--- src/source/icache_params.svh ---
/*
  Instruction cache geometry
  Two-way, 16 sets, 4-word lines on a 32-bit fetch path
*/
`ifndef ICACHE_PARAMS_SVH
`define ICACHE_PARAMS_SVH

// Base geometry
`define ICACHE_XLEN        32            // Word and address width
`define ICACHE_WAYS        2             // Ways per set
`define ICACHE_SETS        16            // Sets per way
`define ICACHE_LINE_WORDS  4             // Words per line, also burst length

// Derived widths
`define ICACHE_BYTE_BITS   $clog2(`ICACHE_XLEN/8)    // Byte offset in a word
`define ICACHE_IDX_BITS    $clog2(`ICACHE_SETS)      // Set index
`define ICACHE_OFF_BITS    $clog2(`ICACHE_LINE_WORDS) // Word offset in a line
`define ICACHE_TAG_BITS    (`ICACHE_XLEN - `ICACHE_IDX_BITS - `ICACHE_OFF_BITS - \
                            `ICACHE_BYTE_BITS)
`define ICACHE_AGE_BITS    $clog2(`ICACHE_WAYS)      // FIFO age per way

`endif

--- src/source/icache_pkg.sv ---
/*
  Instruction cache types
  Request, parcel, bus and way command structs built from the geometry
*/
`default_nettype none

`include "icache_params.svh"

package icache_pkg;

  typedef logic [`ICACHE_XLEN-1:0]                         word_t;
  typedef logic [`ICACHE_TAG_BITS-1:0]                     tag_t;
  typedef logic [`ICACHE_IDX_BITS-1:0]                     idx_t;   // Set index
  typedef logic [`ICACHE_IDX_BITS+`ICACHE_OFF_BITS-1:0]    didx_t;  // Set and word offset

  // CPU side
  typedef struct packed {
    logic  valid;
    word_t pc;
  } fetch_req_t;

  typedef struct packed {
    logic  valid;
    word_t pc;
    word_t word;
  } parcel_t;

  // Bus side
  typedef struct packed {
    logic  stb;
    word_t adr;                                     // Critical word first
  } bus_req_t;

  typedef struct packed {
    logic  rack;                                    // One per returned word
    word_t adr;
    word_t dat;
  } bus_rsp_t;

  // Tag memory word
  typedef struct packed {
    logic [`ICACHE_AGE_BITS-1:0] age;               // Zero marks the oldest way
    logic                        valid;
    tag_t                        tag;
  } tag_entry_t;

  // Controller to ways
  typedef struct packed {
    idx_t  tag_idx;
    didx_t dat_idx;
    logic  flush;                                   // Invalidate set tag_idx
    logic  fill;                                    // Bus word arriving
    logic  last;                                    // Last word, update tags
    tag_t  tag;
    word_t data;
  } way_wr_t;

  typedef struct packed {
    didx_t idx;                                     // Next lookup address
    tag_t  tag;                                     // Registered pc tag
  } way_rd_t;

endpackage

`default_nettype wire

--- src/source/icache_ram_1r1w.sv ---
/*
  Single read, single write port memory with registered read
*/
`default_nettype none

module icache_ram_1r1w #(
  parameter type payload_t = logic,
  parameter int  DEPTH     = 2
) (
  input  logic                     clk,
  input  logic [$clog2(DEPTH)-1:0] waddr,
  input  logic                     we,
  input  payload_t                 din,
  input  logic [$clog2(DEPTH)-1:0] raddr,
  output payload_t                 dout
);

  payload_t mem [DEPTH];                        // Contents undefined until written

  // Write port
  always_ff @(posedge clk) begin
    if (we) begin
      mem[waddr] <= din;
    end
  end

  // Read port, old data on a same-address collision
  always_ff @(posedge clk) begin
    dout <= mem[raddr];
  end

endmodule

`default_nettype wire

--- src/source/icache_way.sv ---
/*
  One cache way: tag and data memories, tag compare and FIFO age update
*/
`default_nettype none

`include "icache_params.svh"

module icache_way (
  input  logic                   clk,
  input  logic                   rstn,
  input  icache_pkg::way_wr_t    way_wr,
  input  icache_pkg::way_rd_t    way_rd,
  input  logic                   victim_sel,       // This way gets the fill
  output icache_pkg::tag_entry_t tag_out,
  output icache_pkg::word_t      data_out,
  output logic                   hit
);
  import icache_pkg::*;

  tag_entry_t tag_in;
  logic       tag_we;
  logic       dat_we;
  logic       tag_ok;                               // All sets invalidated once

  ////////////////////////////////////////////////////////////////////////////
  // Memories

  icache_ram_1r1w #(.payload_t(tag_entry_t), .DEPTH(`ICACHE_SETS)) tag_ram_i (
    .clk   (clk),
    .waddr (way_wr.tag_idx),
    .we    (tag_we),
    .din   (tag_in),
    .raddr (way_rd.idx[`ICACHE_OFF_BITS +: `ICACHE_IDX_BITS]),
    .dout  (tag_out)
  );

  icache_ram_1r1w #(.payload_t(word_t), .DEPTH(`ICACHE_SETS*`ICACHE_LINE_WORDS)) dat_ram_i (
    .clk   (clk),
    .waddr (way_wr.dat_idx),
    .we    (dat_we),
    .din   (way_wr.data),
    .raddr (way_rd.idx),
    .dout  (data_out)
  );

  ////////////////////////////////////////////////////////////////////////////
  // Tag update

  assign dat_we = way_wr.fill & victim_sel;         // Only the victim takes bus words
  assign tag_we = way_wr.flush | way_wr.last;       // All ways age on the last word

  always_comb begin
    tag_in = tag_out;                               // Non-victim keeps tag and valid
    if (way_wr.flush) begin
      tag_in = '0;
    end else if (victim_sel) begin
      tag_in.age   = '1;                            // Newest line
      tag_in.valid = 1'b1;
      tag_in.tag   = way_wr.tag;
    end else if (|tag_out.age) begin
      tag_in.age = tag_out.age - 1'b1;              // Saturates at oldest
    end
  end

  // Tag RAM is garbage until the first full invalidate pass
  always_ff @(posedge clk or negedge rstn) begin
    if (!rstn) begin
      tag_ok <= 1'b0;
    end else if (way_wr.flush && way_wr.tag_idx == idx_t'(`ICACHE_SETS - 1)) begin
      tag_ok <= 1'b1;
    end
  end

  assign hit = tag_ok & tag_out.valid & (tag_out.tag == way_rd.tag);

endmodule

`default_nettype wire

--- config.mk ---
export PLATFORM = sky130hd
export DESIGN_NAME = icache_way
export DESIGN_NICKNAME = d
export VERILOG_FILES = /design/src/source/icache_pkg.sv /design/src/source/icache_ram_1r1w.sv /design/src/source/icache_way.sv
export VERILOG_INCLUDE_DIRS = /design/src /design/src/source
export SDC_FILE = /design/constraint.sdc
export NUM_CORES = 2
export LEC_CHECK = 0
export ABC_CLOCK_PERIOD_IN_PS = 2300
export BUFFER_PORTS_ARGS = -buffer_cell sky130_fd_sc_hd__buf_2
export CORE_UTILIZATION = 40
export CTS_BUF_LIST = sky130_fd_sc_hd__clkbuf_8
export CTS_CLUSTER_SIZE = 20
export DETAILED_ROUTE_END_ITERATION = 7
export GPL_TIMING_DRIVEN = 0
export PLACE_DENSITY = 0.67
export SETUP_SLACK_MARGIN = 0.1
export SKIP_CTS_REPAIR_TIMING = 1
export SLEW_MARGIN = 0
export SYNTH_ARGS = -nofsm -noshare
export SYNTH_HDL_FRONTEND = slang
export SYNTH_SLANG_ARGS = --single-unit
export TNS_END_PERCENT = 50
--- constraint.sdc ---
create_clock -name clk -period 2.3 [get_ports clk]
set_input_delay 0.23 -clock clk [delete_from_list [all_inputs] [get_ports clk]]
set_output_delay 0.23 -clock clk [all_outputs]
set_load 0.01 [all_outputs]
==> results.toml <==
[run_status]
status = "finished, violations left"
violations = "DRC, hold timing, setup timing"

[routing]
viasPerCell = 5.90
via_count = 49200
dr_wl_met2_mm = 126
wl_met3_mm = 33.7
first_pass_iters = 8
ant_nets = 0
drt_iter0_markers = 7394
drt_wl_total_mm = 271
drt-met1-wl_mm = 99.2
wire_per_inst_um = 32.5
maxUsedRoutingLayer = "met5"
drc = 42

[clocking]
h-tree-depth = 5
cts_buffers = 402
clk_pin_slew_ps = 60
worstSkewPairLatency_ps = 1110
clock-root-buffer = "clkbuf_8"
cts_buffer_depth = 4
cts_sinks = 2523
cts_tree = "done"

[yosys]
avgSynthCellArea_sq_um = 23.3
netlist_top_cells_area = "edfxtp_1, mux4_2, mux2i_1"
synth_flop_cell = "edfxtp_1"
synthArstFlopShare_pct = 0.0396
netlist_area_sq_um = 95800
syn_nets = 4209
yosysTopAreaCell = "edfxtp_1"
synth-seq-area-share_pct = 78.4
synth-edff-count = 2464
synth-seq-cells = 2523
yosys_warnings = 0
syn-instance-count = 4107
yosysTopAreaCellShare_pct = 77.2
yosysUniqueCellTypes = 54

[timing]
worst_slew_pin_slew_ps = 1440
fin_crit_sh_pct = 120
whs_ps = -22.3
min_period_ps = 2760
maxSlewViolCount = 0
skew_ps = 99.9
fin_tns_setup_ps = -3710
hold_viol = 19
rsz0062_at_grt = "true"
setup_ws_ps = -458
setup_viol = 34
fmax_mhz = 363
slew_headroom_pct = 4.02

[global_routing]
overflow = 0
grt_pass1_vias = 48200
grt_use_total_pct = 22.1
antenna_found_initial = 29
grt_start_max_net_pins = 65
grt_pass1_wl_mm = 372

[place]
place.gp.congestion = 0.860
pre_cts_ws_ps = -2260
dp_hpwl_mm = 172
portBuffers = 151

[cells_and_area]
drive_gt1_share_pct = 32.2
area_delta_synth_final_pct = 16.5
multi_input_area_sq_um = 20100
seqCellArea_sq_um = 75200
final_nets = 4967
layout_common_cells = "edfxtp_1, mux4_2, clkbuf_8"
fill_cells = 19100
final_common_cell = "edfxtp_1"

[setup_path]
regToRegSetupSlack_ps = -10
cp.arrival_ps = 3650
cp_max_fo = 10
endpoint_kind = "register"
cp.required_ps = 3190
setup.worst_path.class = "in2reg"
cp-start-kind = "input pin"

[hold_path]
hold_path.class = "in2reg"

[job]
cap_violations = 0

[power_and_ir_drop]
power_density_nw_per_um2 = 819
p_leak_nw = 35.7
peakVddDrop_mv = 0.652

[die]
initial_core_util_pct = 40.3
num_rows = 179
die-area_sq_um = 242000
die_w_um = 491
die_y_um = 491
core_sq_um = 238000
top_level_ports = 161
-- cell type report --
class / count / share of cell area (%)
repair buffers: 354 / 3.45
flip-flops and latches: 2523 / 67.4
plain buffers: 219 / 1.26
multi-input cells: 1362 / 18.0
clock buffers: 419 / 5.17
well taps: 3167 / 3.55
diodes: 11 / 0.0247
inverters: 3 / 0.0101
clock inverters: 286 / 1.18
-- kinds of logic after synthesis --
logic type / Yosys count / share of synthesized area, %
AND/OR/NAND/NOR: 264 / 1.25
buffers and inverters: 222 / 1.39
AO/OA/AOI/OAI: 259 / 1.92
multiplexers: 815 / 16.8
flip-flops: 2523 / 78.4
XOR/XNOR: 24 / 0.219
-- metrics by stage --
step | area, sq um | instances | utilization, % | hold slack [ps] | total power, W
2_1_floorplan | 95900 | 4107 | - | -65.6 | 0.0548
3_3_place_gp | 101000 | 7425 | 42.2 | 9.25 | 0.0572
3_5_place_dp | 103000 | 7516 | 43.3 | 9.06 | 0.0574
4_1_cts | 110000 | 8221 | 46.3 | -1190 | 0.0915
5_1_grt | 112000 | 8337 | 46.9 | 6.91 | 0.0939
6_report | 112000 | 8344 | 46.9 | -22.3 | 0.0915
-- where the power goes --
part | switching (W) | internal, W | total [W] | leakage, nW
clock | 0.0174 | 0.0173 | 0.0348 | 4.10
combinational | 0.00355 | 0.00198 | 0.00553 | 8.89
sequential | 0.000186 | 0.0510 | 0.0512 | 22.7
total | 0.0212 | 0.0703 | 0.0915 | 35.7
-- cells in the mapped netlist, types with 6 or more instances --
cell,n
nor4_1,6
edfxtp_1,2464
a22oi_1,62
mux2i_1,181
nor2_1,137
mux4_1,9
buf_4,25
a22o_1,13
nor3_1,38
clkbuf_1,76
nand3_1,15
nand2_1,25
xnor2_1,9
buf_2,50
xor2_1,15
buf_12,6
o21ai_1,6
o21ai_0,15
buf_1,31
buf_6,26
o22ai_1,78
a21oi_1,11
mux4_2,621
dfxtp_1,58
a221oi_1,20
a2bb2oi_1,13
a31oi_1,15
nor2b_1,10
-- state kept, by name, indices dropped and copies added (netlist names) --
signal          flops
tag_ok              1
tag_ram_i.mem     416
dat_ram_i.mem    2048
tag_ram_i.dout     26
dat_ram_i.dout     32
-- per-layer routing --
layer  vias up  global-route usage [%]
met3       724                    6.21
met5         -                       0
li1      19200                       -
met1     25700                    29.2
met2      3571                    34.3
met4        10                    9.16
-- worst max-delay path, stage by stage --
cell      delay [ps]
buf_4            240
buf_4            300
buf_2            410
clkbuf_2         570
mux4_2           320
mux2i_1           80
o21ai_0          760
o22ai_1          210
a21oi_1          470
-- path summary, 6_finish.rpt --
kind	startpoint	to	cells past startpoint
worst max-delay path	way_rd[25]	dat_ram_i.dout[12]$_DFF_P_	9
worst min-delay path	way_wr[24]	dat_ram_i.mem[47][24]$_DFFE_PP_	1
worst max register to register	dat_ram_i.mem[49][6]$_DFFE_PP_	dat_ram_i.dout[6]$_DFF_P_	5
worst min register to register	tag_ram_i.mem[4][2]$_DFFE_PP_	tag_ram_i.dout[2]$_DFF_P_	2
max in group asynchronous	rstn	tag_ok$_DFFE_PN0P_	4
min in group asynchronous	rstn	tag_ok$_DFFE_PN0P_	4
No activity file was read; power rests on OpenSTA's default activity.
