--- src/source/icache_params.svh ---
/*
  Instruction cache geometry
  Two-way, 16 sets, 4-word lines on a 32-bit fetch path
*/
`ifndef ICACHE_PARAMS_SVH
`define ICACHE_PARAMS_SVH

// Base geometry
`define ICACHE_XLEN        32            // Word and address width
`define ICACHE_WAYS        2             // Ways per set
`define ICACHE_SETS        16            // Sets per way
`define ICACHE_LINE_WORDS  4             // Words per line, also burst length

// Derived widths
`define ICACHE_BYTE_BITS   $clog2(`ICACHE_XLEN/8)    // Byte offset in a word
`define ICACHE_IDX_BITS    $clog2(`ICACHE_SETS)      // Set index
`define ICACHE_OFF_BITS    $clog2(`ICACHE_LINE_WORDS) // Word offset in a line
`define ICACHE_TAG_BITS    (`ICACHE_XLEN - `ICACHE_IDX_BITS - `ICACHE_OFF_BITS - \
                            `ICACHE_BYTE_BITS)
`define ICACHE_AGE_BITS    $clog2(`ICACHE_WAYS)      // FIFO age per way

`endif

--- src/source/icache_pkg.sv ---
/*
  Instruction cache types
  Request, parcel, bus and way command structs built from the geometry
*/
`default_nettype none

`include "icache_params.svh"

package icache_pkg;

  typedef logic [`ICACHE_XLEN-1:0]                         word_t;
  typedef logic [`ICACHE_TAG_BITS-1:0]                     tag_t;
  typedef logic [`ICACHE_IDX_BITS-1:0]                     idx_t;   // Set index
  typedef logic [`ICACHE_IDX_BITS+`ICACHE_OFF_BITS-1:0]    didx_t;  // Set and word offset

  // CPU side
  typedef struct packed {
    logic  valid;
    word_t pc;
  } fetch_req_t;

  typedef struct packed {
    logic  valid;
    word_t pc;
    word_t word;
  } parcel_t;

  // Bus side
  typedef struct packed {
    logic  stb;
    word_t adr;                                     // Critical word first
  } bus_req_t;

  typedef struct packed {
    logic  rack;                                    // One per returned word
    word_t adr;
    word_t dat;
  } bus_rsp_t;

  // Tag memory word
  typedef struct packed {
    logic [`ICACHE_AGE_BITS-1:0] age;               // Zero marks the oldest way
    logic                        valid;
    tag_t                        tag;
  } tag_entry_t;

  // Controller to ways
  typedef struct packed {
    idx_t  tag_idx;
    didx_t dat_idx;
    logic  flush;                                   // Invalidate set tag_idx
    logic  fill;                                    // Bus word arriving
    logic  last;                                    // Last word, update tags
    tag_t  tag;
    word_t data;
  } way_wr_t;

  typedef struct packed {
    didx_t idx;                                     // Next lookup address
    tag_t  tag;                                     // Registered pc tag
  } way_rd_t;

endpackage

`default_nettype wire

--- src/source/icache_way_merge.sv ---
/*
  Way merge: hit flag, hit data mux and FIFO victim pick across all ways
*/
`default_nettype none

`include "icache_params.svh"

module icache_way_merge (
  input  icache_pkg::tag_entry_t  tag_out  [`ICACHE_WAYS],
  input  icache_pkg::word_t       data_out [`ICACHE_WAYS],
  input  logic [`ICACHE_WAYS-1:0] hit,
  output logic                    cache_hit,
  output icache_pkg::word_t       hit_data,
  output logic [`ICACHE_WAYS-1:0] victim           // One-hot
);
  import icache_pkg::*;

  word_t                   and_or [`ICACHE_WAYS];  // Running OR of masked data
  logic [`ICACHE_WAYS-1:0] free;                   // Invalid or oldest

  genvar w;

  generate
    for (w = 0; w < `ICACHE_WAYS; w++) begin : g_way
      assign free[w] = ~tag_out[w].valid | ~|tag_out[w].age;

      if (w == 0) begin : g_first
        assign and_or[w] = data_out[w] & {`ICACHE_XLEN{hit[w]}};
        // Fall back to way 0 if no way qualifies
        assign victim[w] = free[w] | ~|free;
      end else begin : g_rest
        assign and_or[w] = (data_out[w] & {`ICACHE_XLEN{hit[w]}}) | and_or[w-1];
        // Lowest free way wins
        assign victim[w] = free[w] & ~|free[w-1:0];
      end
    end
  endgenerate

  assign cache_hit = |hit;                          // At most one way hits
  assign hit_data  = and_or[`ICACHE_WAYS-1];

endmodule

`default_nettype wire

--- config.mk ---
export PLATFORM = sky130hd
export DESIGN_NAME = icache_way_merge
export DESIGN_NICKNAME = d
export VERILOG_FILES = /design/src/source/icache_pkg.sv /design/src/source/icache_way_merge.sv
export VERILOG_INCLUDE_DIRS = /design/src /design/src/source
export SDC_FILE = /design/constraint.sdc
export NUM_CORES = 1
export LEC_CHECK = 0
export BUFFER_PORTS_ARGS = -buffer_cell sky130_fd_sc_hd__buf_2
export CAP_MARGIN = 10
export CORE_AREA = 2 2 59 61
export DETAILED_ROUTE_END_ITERATION = 7
export DIE_AREA = 0 0 61 63
export PLACE_DENSITY = 0.68
export SYNTH_ARGS = -nofsm -noshare
export SYNTH_HDL_FRONTEND = slang
export SYNTH_SLANG_ARGS = --single-unit
--- constraint.sdc ---
create_clock -name vclk -period 0.8
set_input_delay 0.04 -clock vclk [all_inputs]
set_output_delay 0.04 -clock vclk [all_outputs]
set_load 0.02 [all_outputs]
==> impl_metrics.ini, run 1 <==
[route]
drc = 0
vias = 776
wl_per_cell_um = 12.2
ant_nets = 0
drt-vias-per-instance = 4.11
totalWireLength_um = 2300
firstDrtPassIters = 4
drt_iter0_drc = 26

[sta]
max_slew_margin = 0.850
min_period_ns = 0.743
fin_setup_tns_ns = 0
slew_viol_final = 0
tightest_slew_ns = 0.225
hold_viol = 0
fmax_ghz = 1.35
setup_viol = 0
rsz0062_at_grt = false
period_share = 0.929
hold_ws_ns = 0.367

[status]
status = completed

[clock_network]
hold_buffers = 0
post_cts_buffers = 0
ctsResizeCount = 1

[layout]
utilization = 0.288
fillCellCount = 374
fin_nets = 263
clkbuf_count = 0
seq_area_um2 = 0
seq_cell_count = 0
area_growth_pct = 138
multiInputGateArea_um2 = 302
layout-drive-gt1-share = 0.755
diodes = 0

[floorplan]
initial_utilization = 0.121
ios = 153
num_rows = 21
die_area_um2 = 3840
core-area_um2 = 3230
fp.dieW_um = 61
die_h_um = 63

[pwr]
leakagePower_nw = 0.581
p_per_area_nw_per_um2 = 732
ir_drop_uv = 233
finalPower_mw = 0.682

[global_routing]
grt_max_degree = 34
first_global_vias = 726
met3_usage = 0.0145
overflow = 0
grt_pass1_wl_um = 3380
grtUsageMet2 = 0.207
grt_use_total = 0.111
grt_most_used_layer = met2
antenna_found_initial = 0
grt_util_met1 = 0.139

[critical_path]
critPathKind = input port to output pin
end_kind = output pin
cp_max_fo = 20
arrival_ns = 0.70
startpoint_type = input port
critPathRequiredTime_ns = 0.76

[synthesis]
ys_seq_area_frac = 0
synth_common_cells = a22o_1 (32), buf_6 (8)
postSynthCellCount = 44
synth_fp_nets = 162
yosysMostFrequentCell = a22o_1
synth_area_per_cell_um2 = 8.90
synthTopCellsByArea = a22o_1 (72%), buf_6 (23%), and3_1 (1.6%), or2_2 (1.6%), nand3_1 (1.3%)
synth.distinct_cells = 6
synth_top_area_share = 0.716
yosysWarnings = 0
syn_area_um2 = 392
yosys.area.top_type = a22o_1

[worst_hold_path]
hp-class = input port to output pin

[placement]
gp_congestion = 0.753
io_buffers = 105

[flow_run]
max_cap_violations = 0
-- cell type report --
cell class                 instances  share of cell area
tap                               46              0.0618
timing repair buffer             107               0.614
multi-input combinational         36               0.324
-- worst paths after layout --
kind	startpoint	end	slack, ns	cells past startpoint
max	hit[0]	hit_data[26]	0.06	4
min	tag_out[51]	victim[0]	0.37	3
-- cell usage in the layout (no fill, tap or decap) --
cell	Yosys	layout
and3_1	1	1
buf_2	0	104
or2_2	1	1
nand2_1	1	1
nand3_1	1	1
buf_12	0	2
a22o_1	32	32
buf_6	8	1
-- kinds of logic (layout without fill, tap and decap cells) --
logic type / count (synthesis) / count (layout) / share of synthesized area
AO/OA/AOI/OAI: 32 / 32 / 0.716
buffers and inverters: 8 / 107 / 0.230
AND/OR/NAND/NOR: 4 / 4 / 0.0543
-- critical path: stages --
cell	delay (ns)
buf_2	0.14
buf_12	0.16
a22o_1	0.20
buf_2	0.16
-- per-layer routing --
metal  part of all wire  wire length (um)
met5                  0                 0
met4                  0                 0
met3              0.090               206
met2               0.49              1130
met1               0.42               967
-- stage by stage --
step	cells	setup slack (ns)	cell area, um2
2_1_floorplan	44	0.214	392
3_3_place_gp	189	-0.135	925
3_5_place_dp	189	-0.134	925
4_1_cts	189	0.0253	927
5_1_grt	189	0.0216	931
6_report	189	0.0571	931
-- report_power, final --
group | leakage [nW] | total (mW) | switching, mW | internal [mW]
logic | 0.581 | 0.682 | 0.356 | 0.326
clock network | 0 | 0 | 0 | 0
registers | 0 | 0 | 0 | 0
total | 0.581 | 0.682 | 0.356 | 0.326
Power figures use the tool's default switching activity.
==> run 2, diff against run 1 <==
--- a/config.mk
+++ b/config.mk
@@ -11,7 +11,7 @@
 export CORE_AREA = 2 2 59 61
 export DETAILED_ROUTE_END_ITERATION = 7
 export DIE_AREA = 0 0 61 63
-export PLACE_DENSITY = 0.68
+export PLACE_DENSITY = 0.66
 export SYNTH_ARGS = -nofsm -noshare
 export SYNTH_HDL_FRONTEND = slang
 export SYNTH_SLANG_ARGS = --single-unit
==> constraint.sdc (replaced) <==
create_clock -name vclk -period 0.85
set_input_delay 0.0425 -clock vclk [all_inputs]
set_output_delay 0.0425 -clock vclk [all_outputs]
set_load 0.02 [all_outputs]
==> run 2 against run 1 <==
  * Final cell count unchanged
  * Combinational power decreased by 6.5%
  * Flip-flop and latch count unchanged
  * Routed wire length decreased by 3.6%
  * Worst setup slack improved by 0.0085 ns
  * Critical path type unchanged
  * Hold slack improved by 0.0017 ns
  * First-iteration DRC count increased by 3.8%
  * Core utilization decreased by 0.50 points
  * Cell area decreased by 1.7%
  * Die area unchanged
  * Global-route usage decreased by 0.40 points
==> impl_metrics.ini, run 2 (synthesized netlist as in run 1, its figures left out) <==
[layout]
layout_common_cells = buf_2 (104), a22o_1 (32), buf_4 (2)
mostFrequentLayoutCell = buf_2
clkbuf_count = 0
fin_cells = 189
seq_area_um2 = 0
area_growth_pct = 134
seq_cell_count = 0
utilization = 0.283
fin_nets = 263
layout-drive-gt1-share = 0.755
fin_area_um2 = 915
diodes = 0

[global_routing]
antenna_found_initial = 0
grt_max_degree = 34
grt_use_total = 0.107
overflow = 0
grt_pass1_wl_um = 3350
first_global_vias = 735

[pwr]
ir_drop_uv = 190
leakagePower_nw = 0.575
p_per_area_nw_per_um2 = 697

[sta]
setup_viol = 0
slew_viol_final = 0
tightest_slew_ns = 0.314
setup_ws_ns = 0.0656
period_share = 0.923
rsz0062_at_grt = false
min_period_ns = 0.784
max_slew_margin = 0.791
fmax_ghz = 1.27
hold_viol = 0

[placement]
io_buffers = 105
gp_congestion = 0.713
placed_cells = 189
place_ws_ns = -0.0997
dpl-instance-area_um2 = 912

[route]
wl_met1_um = 903
vias = 778
ant_nets = 0
highest_layer = met3
firstDrtPassIters = 4
drc = 0
wl_met2_um = 1090
wl_per_cell_um = 11.7
dr_wl_met3_um = 221
drt-vias-per-instance = 4.12
totalWireLength_um = 2220
drt_iter0_drc = 27

[critical_path]
end_kind = output pin
critPathRequiredTime_ns = 0.81
critPathKind = input port to output pin
cp_max_fo = 33
startpoint_type = input port
arrival_ns = 0.74

[worst_hold_path]
hold-path-cell-count = 3
hp-class = input port to output pin
min-delay-start = tag_out[51]
worstHoldEndpoint = victim[0]

[floorplan]
core-area_um2 = 3230
die_area_um2 = 3840
fp.dieW_um = 61
num_rows = 21
ios = 153
die_h_um = 63
initial_utilization = 0.121

[status]
status = completed

[clock_network]
post_cts_buffers = 0

[flow_run]
max_cap_violations = 0
[run 2: area by class of cell]
type | count | area [um2]
Fill cell | 365 | 2320
Multi-Input combinational cell | 36 | 302
Tap cell | 46 | 57.6
Timing Repair Buffer | 107 | 556
[run 2: timing repair]
action	in CTS	in global routing
setup endpoints to repair	33	0
gates resized for setup	1	0
hold buffers	0	0
[run 2: worst max-delay path, cell delays in order]
cell   delay (ns)
buf_4        0.22
or2_2        0.32
buf_2        0.16
[run 2: routing by layer]
layer,vias up,track usage
li1,389,-
met1,340,0.145
met4,0,0.00272
met3,0,0.0166
met2,49,0.184
met5,-,0
[run 2: through the flow]
step           hold WS (ns)  setup TNS (ns)  power (mW)
2_1_floorplan         0.245               0       0.365
3_3_place_gp          0.368           -2.29       0.637
3_5_place_dp          0.370           -2.28       0.639
4_1_cts               0.371               0       0.641
5_1_grt               0.423               0       0.683
6_report              0.369               0       0.638
[run 2: worst max path at each step]
stage	startpoint	endpoint	slack (ns)	cells after the start
6_report	hit[1]	cache_hit	0.07	3
5_1_grt	hit[1]	hit_data[9]	0.04	3
4_1_cts	hit[1]	cache_hit	0.07	3
3_5_place_dp	hit[1]	hit_data[5]	-0.1	3
3_3_place_gp	hit[1]	hit_data[5]	-0.11	3
2_1_floorplan	hit[1]	hit_data[10]	0.26	3
[run 2: power breakdown]
part / leakage, nW / switching, mW / internal [mW]
Combinational: 0.575 / 0.338 / 0.299
Sequential: 0 / 0 / 0
Clock: 0 / 0 / 0
Total: 0.575 / 0.338 / 0.299
