`src/source/icache_params.svh`:
```
/*
  Instruction cache geometry
  Two-way, 16 sets, 4-word lines on a 32-bit fetch path
*/
`ifndef ICACHE_PARAMS_SVH
`define ICACHE_PARAMS_SVH

// Base geometry
`define ICACHE_XLEN        32            // Word and address width
`define ICACHE_WAYS        2             // Ways per set
`define ICACHE_SETS        16            // Sets per way
`define ICACHE_LINE_WORDS  4             // Words per line, also burst length

// Derived widths
`define ICACHE_BYTE_BITS   $clog2(`ICACHE_XLEN/8)    // Byte offset in a word
`define ICACHE_IDX_BITS    $clog2(`ICACHE_SETS)      // Set index
`define ICACHE_OFF_BITS    $clog2(`ICACHE_LINE_WORDS) // Word offset in a line
`define ICACHE_TAG_BITS    (`ICACHE_XLEN - `ICACHE_IDX_BITS - `ICACHE_OFF_BITS - \
                            `ICACHE_BYTE_BITS)
`define ICACHE_AGE_BITS    $clog2(`ICACHE_WAYS)      // FIFO age per way

`endif

```
`src/source/icache_pkg.sv`:
```
/*
  Instruction cache types
  Request, parcel, bus and way command structs built from the geometry
*/
`default_nettype none

`include "icache_params.svh"

package icache_pkg;

  typedef logic [`ICACHE_XLEN-1:0]                         word_t;
  typedef logic [`ICACHE_TAG_BITS-1:0]                     tag_t;
  typedef logic [`ICACHE_IDX_BITS-1:0]                     idx_t;   // Set index
  typedef logic [`ICACHE_IDX_BITS+`ICACHE_OFF_BITS-1:0]    didx_t;  // Set and word offset

  // CPU side
  typedef struct packed {
    logic  valid;
    word_t pc;
  } fetch_req_t;

  typedef struct packed {
    logic  valid;
    word_t pc;
    word_t word;
  } parcel_t;

  // Bus side
  typedef struct packed {
    logic  stb;
    word_t adr;                                     // Critical word first
  } bus_req_t;

  typedef struct packed {
    logic  rack;                                    // One per returned word
    word_t adr;
    word_t dat;
  } bus_rsp_t;

  // Tag memory word
  typedef struct packed {
    logic [`ICACHE_AGE_BITS-1:0] age;               // Zero marks the oldest way
    logic                        valid;
    tag_t                        tag;
  } tag_entry_t;

  // Controller to ways
  typedef struct packed {
    idx_t  tag_idx;
    didx_t dat_idx;
    logic  flush;                                   // Invalidate set tag_idx
    logic  fill;                                    // Bus word arriving
    logic  last;                                    // Last word, update tags
    tag_t  tag;
    word_t data;
  } way_wr_t;

  typedef struct packed {
    didx_t idx;                                     // Next lookup address
    tag_t  tag;                                     // Registered pc tag
  } way_rd_t;

endpackage

`default_nettype wire

```
`src/source/icache_ctrl.sv`:
```
/*
  Cache controller: flush/armed/fill FSM, lookup pc, line request on miss
  and parcel output from a hit or the forwarded critical word
*/
`default_nettype none

`include "icache_params.svh"

module icache_ctrl (
  input  logic                  clk,
  input  logic                  rstn,
  input  icache_pkg::fetch_req_t fetch_req,
  output logic                  fetch_ready,
  input  logic                  cache_flush,
  output icache_pkg::parcel_t   parcel,
  output icache_pkg::bus_req_t  bus_req,
  input  logic                  bus_ack,
  input  icache_pkg::bus_rsp_t  bus_rsp,
  input  logic                  cache_hit,
  input  icache_pkg::word_t     hit_data,
  output icache_pkg::way_wr_t   way_wr,
  output icache_pkg::way_rd_t   way_rd
);
  import icache_pkg::*;

  localparam int LAST_SET  = `ICACHE_SETS - 1;
  localparam int LAST_WORD = `ICACHE_LINE_WORDS - 1;
  localparam int DIDX_LSB  = `ICACHE_BYTE_BITS;
  localparam int DIDX_BITS = `ICACHE_IDX_BITS + `ICACHE_OFF_BITS;
  localparam int SET_LSB   = `ICACHE_BYTE_BITS + `ICACHE_OFF_BITS;

  typedef enum logic [1:0] {
    FLUSH,
    ARMED,
    FILL
  } state_t;

  state_t state;
  idx_t   cnt;                                      // Sets in FLUSH, words in FILL
  logic   flushing;
  logic   filling;
  logic   flush_hold;                               // Flush seen outside FLUSH
  logic   flush_pend;
  logic   stb;
  word_t  pc;                                       // Pc under lookup
  logic   pc_valid;
  logic   accept;
  logic   miss;
  logic   hit_now;
  logic   crit_rack;                                // Bus word for the missed pc
  logic   fill_last;
  logic   parcel_vld;
  word_t  parcel_pc;
  word_t  parcel_word;

  assign flushing   = (state == FLUSH);
  assign filling    = (state == FILL);
  assign flush_pend = cache_flush | flush_hold;
  assign miss       = pc_valid & ~cache_hit;
  assign hit_now    = pc_valid & cache_hit;
  assign crit_rack  = filling & bus_rsp.rack & (bus_rsp.adr == pc);
  assign fill_last  = filling & bus_rsp.rack & (cnt == idx_t'(LAST_WORD));

  // Drops in the lookup cycle of a miss, and ahead of a flush
  assign fetch_ready = (state == ARMED) & ~miss & ~flush_pend;
  assign accept      = fetch_req.valid & fetch_ready;

  ////////////////////////////////////////////////////////////////////////////
  // FSM

  always_ff @(posedge clk or negedge rstn) begin
    if (!rstn) begin
      state <= FLUSH;                               // Invalidate all sets after reset
      cnt   <= '0;
      stb   <= 1'b0;
    end else begin
      case (state)
        FLUSH: begin
          cnt <= cnt + 1'b1;                        // One set per cycle
          if (cnt == idx_t'(LAST_SET)) begin
            cnt   <= '0;
            state <= ARMED;
          end
        end
        ARMED: begin
          cnt <= '0;
          if (miss) begin
            state <= FILL;
            stb   <= 1'b1;
          end else if (flush_pend && !pc_valid) begin
            state <= FLUSH;                         // Last hit parcel already out
          end
        end
        FILL: begin
          if (bus_ack) stb <= 1'b0;                 // Request phase over
          if (bus_rsp.rack) cnt <= cnt + 1'b1;
          if (fill_last) begin
            cnt   <= '0;
            state <= flush_pend ? FLUSH : ARMED;    // Held flush taken here
          end
        end
        default: state <= FLUSH;
      endcase
    end
  end

  always_ff @(posedge clk or negedge rstn) begin
    if (!rstn) begin
      flush_hold <= 1'b0;
    end else begin
      flush_hold <= flush_pend & ~flushing;
    end
  end

  // Lookup pc
  always_ff @(posedge clk or negedge rstn) begin
    if (!rstn) begin
      pc       <= '0;
      pc_valid <= 1'b0;
    end else begin
      pc_valid <= accept;
      if (accept) pc <= fetch_req.pc;
    end
  end

  ////////////////////////////////////////////////////////////////////////////
  // Parcel out, one cycle after the hit or the critical rack

  always_ff @(posedge clk or negedge rstn) begin
    if (!rstn) begin
      parcel_vld <= 1'b0;
    end else begin
      parcel_vld <= hit_now | crit_rack;
    end
  end

  always_ff @(posedge clk) begin
    if (hit_now) begin
      parcel_pc   <= pc;
      parcel_word <= hit_data;
    end else if (crit_rack) begin
      parcel_pc   <= pc;
      parcel_word <= bus_rsp.dat;
    end
  end

  assign parcel.valid = parcel_vld;
  assign parcel.pc    = parcel_pc;
  assign parcel.word  = parcel_word;

  // Line request, wrapping from the critical word
  assign bus_req.stb = stb;
  assign bus_req.adr = pc;

  ////////////////////////////////////////////////////////////////////////////
  // Way commands

  assign way_wr.tag_idx = flushing ? cnt : pc[SET_LSB +: `ICACHE_IDX_BITS];
  assign way_wr.dat_idx = bus_rsp.adr[DIDX_LSB +: DIDX_BITS];
  assign way_wr.flush   = flushing;
  assign way_wr.fill    = filling & bus_rsp.rack;
  assign way_wr.last    = fill_last;
  assign way_wr.tag     = pc[`ICACHE_XLEN-1 -: `ICACHE_TAG_BITS];
  assign way_wr.data    = bus_rsp.dat;

  // Next address when accepting, else keep pc's set on the tag outputs
  assign way_rd.idx = fetch_ready ? fetch_req.pc[DIDX_LSB +: DIDX_BITS]
                                  : pc[DIDX_LSB +: DIDX_BITS];
  assign way_rd.tag = pc[`ICACHE_XLEN-1 -: `ICACHE_TAG_BITS];

endmodule

`default_nettype wire

```
`config.mk`:
```
export PLATFORM = sky130hd
export DESIGN_NAME = icache_ctrl
export DESIGN_NICKNAME = d
export VERILOG_FILES = /design/src/source/icache_pkg.sv /design/src/source/icache_ctrl.sv
export VERILOG_INCLUDE_DIRS = /design/src /design/src/source
export SDC_FILE = /design/constraint.sdc
export NUM_CORES = 1
export LEC_CHECK = 0
export BUFFER_PORTS_ARGS = -buffer_cell sky130_fd_sc_hd__buf_2
export CORE_AREA = 2 2 128 130
export DETAILED_ROUTE_END_ITERATION = 8
export DIE_AREA = 0 0 130 132
export PLACE_DENSITY = 0.66
export SLEW_MARGIN = 15
export SYNTH_ARGS = -nofsm -noshare
export SYNTH_HDL_FRONTEND = slang
export SYNTH_SLANG_ARGS = --single-unit
```
`constraint.sdc`:
```
create_clock -name clk -period 18.6 [get_ports clk]
set_input_delay 3.72 -clock clk [delete_from_list [all_inputs] [get_ports clk]]
set_output_delay 3.72 -clock clk [all_outputs]
set_load 0.02 [all_outputs]
```
==> results of run 1 <==
[stage by stage]
step / setup WS (ns) / power, µW / util / instance area [µm²] / hold WS (ns)
2_1_floorplan: 8.929 / 754.1 / - / 5378 / 0.4885
3_3_place_gp: 10.35 / 843.8 / 0.4204 / 6606 / 0.4995
3_5_place_dp: 10.31 / 850.0 / 0.4204 / 6606 / 0.5066
4_1_cts: 10.31 / 1032 / 0.4377 / 6878 / 0.5249
5_1_grt: 10.23 / 1075 / 0.4377 / 6878 / 0.5470
6_report: 10.31 / 1018 / 0.4377 / 6878 / 0.5239
[layout make-up]
class                      count  area share
sequential                   106      0.4322
timing repair buffer         334      0.2438
multi-input combinational    179      0.2401
tap                          216     0.03929
clock buffer                  11     0.03384
clock inverter                 5    0.005639
inverter                       8    0.005094
[where the power goes]
| part | total [µW] | leakage, µW | switching, µW | internal, µW |
|---|---|---|---|---|
| clock | 177 | 0.000131 | 85.3 | 92.0 |
| combinational | 453 | 0.00219 | 267 | 186 |
| sequential | 388 | 0.00110 | 76.3 | 311 |
[flip-flops by register name (all words and copies together), names as in the netlist]
name	count
parcel_pc	32
parcel_word	32
pc	32
cnt	4
state	2
flush_hold	1
parcel_vld	1
pc_valid	1
stb	1
[worst max path at each step]
stage,endpoint,slack (ns),cells past startpoint
finish,way_rd[25],10.31,7
global route,way_rd[25],10.23,7
CTS,way_rd[25],10.31,7
detailed placement,way_rd[25],10.31,7
global placement,way_rd[25],10.35,7
floorplan,parcel_vld,8.93,4
[per-layer routing]
layer | part of all wire | vias up | track usage
met2 | 0.51 | 196 | 0.2827
met1 | 0.39 | 1845 | 0.1842
met3 | 0.083 | 15 | 0.05073
met4 | 0.011 | 0 | 0.04062
met5 | 0 | - | 0
li1 | - | 1768 | -
[kinds of logic (layout without fill, tap and decap cells)]
group / count (synthesis) / count (layout) / share of synthesized area
compound gates: 21 / 21 / 0.02513
flops: 106 / 106 / 0.5528
simple gates: 52 / 52 / 0.05072
buf+inv: 106 / 358 / 0.1426
mux: 68 / 68 / 0.1626
fa+ha+maj: 6 / 6 / 0.01396
xor+xnor: 32 / 32 / 0.05212
[layout by cell type (no fill, tap or decap), drive strengths merged]
cell type	count
a22o	1
xnor2	1
nor3b	1
o31ai	1
edfxtp	64
a222oi	1
dfrtp	42
nand3	7
nor2	5
nor4	7
nor3	1
clkinv	3
nand2b	2
o21ai	6
nand2	26
ha	6
clkbuf	11
and3	1
xor2	31
nand4bb	1
a31o	1
a21o	1
mux2	68
buf	334
inv	9
a21oi	7
a21bo	1
a2111oi	1
nand4	1
o2bb2ai	1
clkinvlp	1
==> results_dict.tcl, run 1 <==
set metrics [dict create \
    worst-endpoint-required_ns 14.88 \
    fp-row-count 46 \
    cp.arrival_ns 4.57 \
    cts_tree "built" \
    cts_resized 0 \
    cts_buffers 9 \
    core_area_mm2 0.01571 \
    fillers 1535 \
    diodes 0 \
    grt_pass1_vias 3871 \
    gp_congestion 0.8258 \
    h-tree-depth 3 \
    postCtsSetupBuffers 0 \
    cts_sinks 106 \
    start_kind "primary input" \
    wirelength_mm 14.14 \
    synth.top_cell.area_share 0.3574 \
    cts-root-buf "clkbuf_16" \
    critPathBufInv 3 \
    maxSlewViolCount 0 \
    tns_ns 0 \
    hold-path-cell-count 0 \
    yosysMostFrequentCell "buf_4" \
    synth_ff_type "edfxtp_1" \
    synth_warnings 0 \
    die-height_um 132 \
    syn2layout_area_growth_pct 27.90 \
    multi_input_area_mm2 0.001652 \
    vias_per_cell 4.452 \
    grt_use_total 0.1593 \
    rsz0062_at_grt "false" \
    die_x_um 130 \
    final_antenna_net_count 0 \
    irDropWorstVdd_uv 90.83 \
    initial_core_util 0.3423 \
    rr_endpoint "parcel_pc[1]" \
    max_freq_mhz 120.6 \
    crit_path_end_kind "primary output" \
    clkLatencyLatePin_ns 0.35 \
    slowest_stage "nor3b_4" \
    holdPathEnd "parcel_pc[1]" \
    grt_max_degree 66 \
    synth_area_leaders "edfxtp_1 (36%), dfrtp_1 (20%), buf_4 (13%)" \
    critPathLaunch "cache_flush" \
    grt_pass1_wl_mm 20.98 \
    synth.top_cells.by_count "buf_4 (90), edfxtp_1 (64), dfrtp_1 (42), mux2_2 (39), xor2_1 (31)" \
    num_io_pins 333 \
    instances_no_fill 859 \
    hold_class "reg -> reg" \
    drt-initial-drc-count 110 \
    synth_seq_area_share 0.5528 \
    grt_overflow_total 0 \
    synthArstFlopShare 0.3962 \
    cts_buffer_depth 2 \
    synth_seq_cells 106 \
    die_area_mm2 0.01716 \
    yosysUniqueCellTypes 35 \
    yosys.area.top_type "edfxtp_1" \
    critPathMaxFanout 8 \
    tightest_slew_ns 1.014 \
    drc_errors 0 \
    slew-limit-headroom 0.3241 \
    dp_cells 843 \
    drv_cap 0 \
    drive_above_1_share 0.6579 \
    routedWlPerCell_um 16.46 \
    min_period_ns 8.292 \
    finalNetCount 779 \
    ctsHoldBuffers 0 \
    max_stage_delay_ns 0.24 \
    finalHoldViolations 0 \
    seqCellArea_mm2 0.002973 \
    synth_edf_count 64 \
    syn-num-nets 532 \
    path_class "in -> out" \
    port_buffers 332 \
    p_leak_uw 0.003417 \
    timing.rr.start "pc[13]" \
    min_from "pc[1]" \
    fin_worst_skew_ns 0.01275 \
    antenna_found_initial 0 \
    finalCritPeriodShare 0.4458 \
    vias 3824 \
    clkTransAtPathRegs_ns 0.07 \
    status "finished, final reports clean" \
    rrSetupSlack_ns 15.80 \
    path_delay_family "simple AND/OR/NAND/NOR gates" \
    syn_inst 391 \
    syn_area_mm2 0.005378 \
    drt_pass1_iterations 4 \
    r2r_cells 5 \
    dp_hpwl_mm 10.97 \
    p_per_area_mw_per_mm2 148.0 \
    path_cells "buf_2 -> nor3b_4 -> nand2_4 -> clkinv_4 -> nand2_1 -> nand2_1 -> buf_2" \
    finalSetupViolCount 0 \
    avgSynthCellArea_um2 13.75 \
]
(Power assumes the default switching activity.)
==> inputs of run 2 (changes only) <==
--- a/config.mk
+++ b/config.mk
@@ -10,7 +10,7 @@
 export CORE_AREA = 2 2 128 130
 export DETAILED_ROUTE_END_ITERATION = 8
 export DIE_AREA = 0 0 130 132
-export PLACE_DENSITY = 0.66
+export PLACE_DENSITY = 0.69
 export SLEW_MARGIN = 15
 export SYNTH_ARGS = -nofsm -noshare
 export SYNTH_HDL_FRONTEND = slang
==> constraint.sdc (replaced) <==
create_clock -name clk -period 7.3 [get_ports clk]
set_input_delay 1.46 -clock clk [delete_from_list [all_inputs] [get_ports clk]]
set_output_delay 1.46 -clock clk [all_outputs]
set_load 0.02 [all_outputs]
==> run 2 against run 1 <==
  * Power rose to 2.6 times the previous value
  * Critical endpoint unchanged
  * Wire length up 1.5%
  * Critical path type unchanged
  * Sequential cell count unchanged
  * Largest power group unchanged
  * Global-route usage about the same
  * Clock skew down 0.0014 ns
  * Critical path depth unchanged
  * Final cell count up 0.23%
==> results_dict.tcl, run 2 (synthesis results as in run 1) <==
set metrics [dict create \
    grt_overflow_total 0 \
    cts_tree "built" \
    tns_ns 0 \
    initial_core_util 0.3423 \
    finalNetCount 780 \
    p_leak_uw 0.003428 \
    finalCritPeriodShare 0.5198 \
    clkPwrFrac 0.175 \
    vias_per_cell 4.401 \
    fp-row-count 46 \
    syn2layout_area_growth_pct 28.36 \
    core_area_mm2 0.01571 \
    die-height_um 132 \
    place_area_mm2 0.006609 \
    crit_path_end_kind "primary output" \
    drt_pass1_iterations 6 \
    p_int_uw 1500 \
    drive_above_1_share 0.6599 \
    r2r_cells 7 \
    slowest_stage "nand2b_2" \
    gp_congestion 0.8441 \
    postCtsSetupBuffers 0 \
    layout_common_cells "buf_2 (332), edfxtp_1 (64), dfrtp_1 (42)" \
    irDropWorstVdd_uv 210.2 \
    layout_commonest_cell "buf_2" \
    tightest_slew_ns 0.9152 \
    switchingPower_uw 1101 \
    rsz0062_at_grt "false" \
    p_sw_frac 0.4233 \
    holdPathEnd "parcel_pc[0]" \
    drv_cap 0 \
    rr_endpoint "parcel_word[9]" \
    grt_pass1_vias 3605 \
    rrSetupSlack_ns 4.69 \
    wirelength_mm 14.35 \
    finalSetupViolCount 0 \
    hold-path-cell-count 0 \
    status "finished, final reports clean" \
    p_per_area_mw_per_mm2 376.7 \
    path_class "in -> out" \
    maxSlewViolCount 0 \
    final_antenna_net_count 0 \
    final_area_mm2 0.006903 \
    finalHoldViolations 0 \
    cts-root-buf "clkbuf_16" \
    clkTransAtPathRegs_ns 0.07 \
    cts_buffer_depth 2 \
    cts_resized 0 \
    ctsHoldBuffers 0 \
    path_delay_family "simple AND/OR/NAND/NOR gates" \
    min_period_ns 3.794 \
    timing.rr.start "state[0]" \
    grt_use_total 0.1596 \
    critPathBufInv 3 \
    grt_pass1_wl_mm 20.62 \
    max_freq_mhz 263.5 \
    die_x_um 130 \
    routedWlPerCell_um 16.67 \
    port_buffers 332 \
    min_from "pc[0]" \
    hold_class "reg -> reg" \
    critPathMaxFanout 8 \
    worst-endpoint-required_ns 5.84 \
    vias 3789 \
    start_kind "primary input" \
    largest_registers "parcel_pc x32, parcel_word x32, pc x32" \
    drt-initial-drc-count 116 \
    fin_worst_skew_ns 0.01132 \
    path_cells "buf_2 -> nand2b_2 -> nand2_4 -> clkinv_4 -> nand2_1 -> nand2_1 -> buf_2" \
    clkLatencyLatePin_ns 0.35 \
    cts_sinks 106 \
    dp_hpwl_mm 10.95 \
    slew-limit-headroom 0.3877 \
    cp.arrival_ns 2.33 \
    num_io_pins 333 \
    cts_buffers 9 \
    combPwrFrac 0.444 \
    antenna_found_initial 0 \
    h-tree-depth 3 \
    max_stage_delay_ns 0.22 \
    grt_max_degree 43 \
    drc_errors 0 \
    seqPwrFrac 0.381 \
    die_area_mm2 0.01716 \
]
==> run 2: cell types whose count changed in the layout (fill, tap and decap cells not counted) <==
cell      delta
nand2_2      +1
inv_6        -1
buf_12       +1
clkinv_4     +1
nand2_1      -1
clkinv_1     +1
clkbuf_1     -1
diode_2      +1
==> run 2: cell type report <==
cell class / instances / area, µm²
Clock inverter: 6 / 42.54
Timing Repair Buffer: 335 / 1697
Fill cell: 1494 / 8810
Inverter: 8 / 35.03
Tap cell: 216 / 270.3
Sequential cell: 106 / 2973
Clock buffer: 10 / 229.0
Multi-Input combinational cell: 179 / 1654
Antenna cell: 1 / 2.502
==> run 2: power groups by stage <==
stage / Clock [µW] / Combinational (µW) / Sequential [µW]
floorplan: 0 / 844 / 1080
global placement: 0 / 1150 / 1000
detailed placement: 0 / 1160 / 1000
CTS: 468 / 1160 / 994
global route: 489 / 1230 / 1020
finish: 456 / 1150 / 991
==> run 2: layer usage <==
layer / part of all wire / GRT usage / up-vias
met5: 0 / 0 / -
met4: 0.013 / 0.05376 / 0
met3: 0.068 / 0.03369 / 12
met2: 0.49 / 0.2714 / 197
met1: 0.43 / 0.2005 / 1803
li1: - / - / 1777
==> run 2: per-stage QoR <==
stage | total power (µW) | setup WS, ns | instances | utilization | hold WS (ns)
after detailed placement | 2164 | 3.510 | 843 | 0.4206 | 0.5299
after global placement | 2154 | 3.517 | 843 | 0.4206 | 0.5210
after global routing | 2738 | 3.449 | 860 | 0.4392 | 0.5679
after floorplan | 1920 | 1.913 | 391 | - | 0.4885
after CTS | 2625 | 3.510 | 859 | 0.4379 | 0.5465
final | 2601 | 3.506 | 861 | 0.4393 | 0.5383
==> run 2: worst max path at each step <==
stage / from / to / slack (ns) / depth (start not counted)
detailed placement: cache_hit / way_rd[25] / 3.51 / 7
global placement: cache_flush / way_rd[25] / 3.52 / 7
finish: cache_hit / way_rd[25] / 3.51 / 7
global route: cache_flush / way_rd[25] / 3.45 / 7
floorplan: bus_rsp[54] / parcel_pc[0] / 1.91 / 4
CTS: cache_flush / way_rd[25] / 3.51 / 7
==> inputs of run 3 (changes only) <==
--- a/config.mk
+++ b/config.mk
@@ -6,11 +6,12 @@
 export SDC_FILE = /design/constraint.sdc
 export NUM_CORES = 1
 export LEC_CHECK = 0
+export ABC_AREA = 1
 export BUFFER_PORTS_ARGS = -buffer_cell sky130_fd_sc_hd__buf_2
 export CORE_AREA = 2 2 128 130
 export DETAILED_ROUTE_END_ITERATION = 8
 export DIE_AREA = 0 0 130 132
-export PLACE_DENSITY = 0.69
+export PLACE_DENSITY = 0.66
 export SLEW_MARGIN = 15
 export SYNTH_ARGS = -nofsm -noshare
 export SYNTH_HDL_FRONTEND = slang
==> constraint.sdc (replaced) <==
create_clock -name clk -period 3.8 [get_ports clk]
set_input_delay 0.76 -clock clk [delete_from_list [all_inputs] [get_ports clk]]
set_output_delay 0.76 -clock clk [all_outputs]
set_load 0.02 [all_outputs]
==> run 3 against run 2 <==
  * Power up 85%
  * Die area unchanged
  * Critical endpoint unchanged
  * Count of clock-buffer cells in the layout up 1
  * Clock skew up 0.0015 ns
  * Sequential cell count unchanged
  * Utilization up 0.13 points
  * Final area up 0.29%
  * Hold slack worse by 0.037 ns
==> results_dict.tcl, run 3 <==
set metrics [dict create \
    rsz0062_at_grt "false" \
    gp_congestion 0.8199 \
    crit_path_end_kind "primary output" \
    finalCritPeriodShare 0.6981 \
    fillers 1548 \
    die_x_um 130 \
    yosys.area.top_type "edfxtp_1" \
    cts_sinks 106 \
    final_area_mm2 0.006923 \
    routedWlPerCell_um 14.73 \
    dp_hpwl_mm 11.48 \
    cts_resized 0 \
    cts_buffers 9 \
    irDropWorstVdd_uv 366.3 \
    cp.arrival_ns 1.89 \
    layout_commonest_cell "buf_2" \
    grt_max_degree 66 \
    num_io_pins 333 \
    rrSetupSlack_ns 1.51 \
    multi_input_area_mm2 0.001469 \
    yosysMostFrequentCell "nand2_1" \
    die-height_um 132 \
    cts_tree "built" \
    avgSynthCellArea_um2 10.15 \
    slew-limit-headroom 0.3287 \
    synth_area_leaders "edfxtp_1 (35%), dfrtp_1 (19%), buf_4 (12%)" \
    layout_common_cells "buf_2 (332), nand2_1 (123), edfxtp_1 (64)" \
    synth_seq_area_share 0.5487 \
    dp_cells 984 \
    critPathBufInv 2 \
    synth.top_cell.area_share 0.3547 \
    worst-endpoint-required_ns 3.04 \
    max_freq_mhz 376.9 \
    slowest_stage "dfrtp_1" \
    ctsHoldBuffers 0 \
    p_per_area_mw_per_mm2 696.2 \
    finalNetCount 920 \
    min_period_ns 2.653 \
    synthArstFlopShare 0.3962 \
    synth_edf_count 64 \
    maxSlewViolCount 0 \
    syn-num-nets 675 \
    path_class "reg -> out" \
    synth_ff_type "edfxtp_1" \
    port_buffers 332 \
    grt_pass1_vias 3994 \
    start_kind "register" \
    final_util 0.4406 \
    synth_warnings 0 \
    path_cells "inv_1 -> ha_1 -> a21boi_2 -> nand2_2 -> o21ai_0 -> buf_2" \
    place_area_mm2 0.006635 \
    path_delay_family "compound AO/OA/AOI/OAI gates" \
    seqCellArea_mm2 0.002973 \
    hold_class "reg -> reg" \
    finalSetupViolCount 0 \
    cts-root-buf "clkbuf_16" \
    core_area_mm2 0.01571 \
    grt_pass1_wl_mm 21.78 \
    die_area_mm2 0.01716 \
    holdWs_ns 0.5016 \
    cts_buffer_depth 2 \
    antenna_found_initial 0 \
    syn_area_mm2 0.005418 \
    max_stage_delay_ns 0.43 \
    critPathMaxFanout 13 \
    finalHoldViolations 0 \
    drc_errors 0 \
    fin_worst_skew_ns 0.01287 \
    syn_inst 534 \
    postCtsSetupBuffers 0 \
    vias_per_cell 4.338 \
    tightest_slew_ns 1.007 \
    drive_above_1_share 0.4987 \
    clkTransAtPathRegs_ns 0.07 \
    wirelength_mm 14.73 \
    drv_cap 0 \
    synth.top_cells.by_count "nand2_1 (124), buf_4 (90), edfxtp_1 (64), inv_1 (58), dfrtp_1 (42)" \
    syn2layout_area_growth_pct 27.78 \
    vias 4338 \
    final_antenna_net_count 0 \
    status "finished, final reports clean" \
    synth_seq_cells 106 \
    p_leak_uw 0.003548 \
    instances_no_fill 1000 \
    fp-row-count 46 \
    clkLatencyLatePin_ns 0.35 \
    drt_pass1_iterations 4 \
    h-tree-depth 3 \
    grt_overflow_total 0 \
    drt-initial-drc-count 134 \
    initial_core_util 0.3448 \
    tns_ns 0 \
    yosysUniqueCellTypes 28 \
    diodes 0 \
    grt_use_total 0.1663 \
    largest_registers "parcel_pc x32, parcel_word x32, pc x32" \
]
run 3: where the power goes:
part / internal, µW / switching (µW)
Clock: 511 / 413
Combinational: 693 / 1360
Sequential: 1520 / 321
run 3: final cells by class:
cell class,count,share of cell area
flip-flops and latches,106,0.4294
repair buffers,334,0.2440
multi-input cells,267,0.2122
well taps,216,0.03904
inverters,61,0.03380
clock buffers,11,0.03362
clock inverters,5,0.007952
run 3: path summary, 6_finish.rpt:
path                          start  cells after the start               to
hold reg to reg                 stb                      2              stb
min in group asynchronous      rstn                      1            pc[7]
setup / recovery           state[1]                      6       way_rd[25]
setup reg to reg           state[0]                     11  parcel_word[25]
hold / removal                  stb                      2              stb
max in group asynchronous      rstn                      1           pc[19]
run 3: per-layer routing:
layer | wire [µm] | vias to the layer above | GRT usage
li1 | - | 2119 | -
met1 | 6069 | 1987 | 0.2049
met2 | 7273 | 217 | 0.2842
met3 | 1173 | 15 | 0.04058
met4 | 209 | 0 | 0.05376
met5 | 0 | - | 0
run 3: logic make-up after synthesis:
family | after synthesis | synth area share
muxes | 32 | 0.06651
xor gates and xnor gates | 9 | 0.01455
buffers and inverters | 161 | 0.1815
DFF | 106 | 0.5487
AOI/OAI and AO/OA | 50 | 0.04896
adders and majority gates | 6 | 0.01386
and+or+nand+nor | 170 | 0.1259
run 3: tightest hold or removal path, stage by stage, from the launching register on:
cell and delay [ns]:
dfrtp_1 0.36, nand2_1 0.06, o21ai_0 0.06
run 3: stage by stage:
step	total power, µW	setup WS, ns
floorplan	3483	0.7293
global placement	3927	1.393
detailed placement	3945	1.368
CTS	4880	1.150
global route	5142	0.9392
finish	4820	1.147
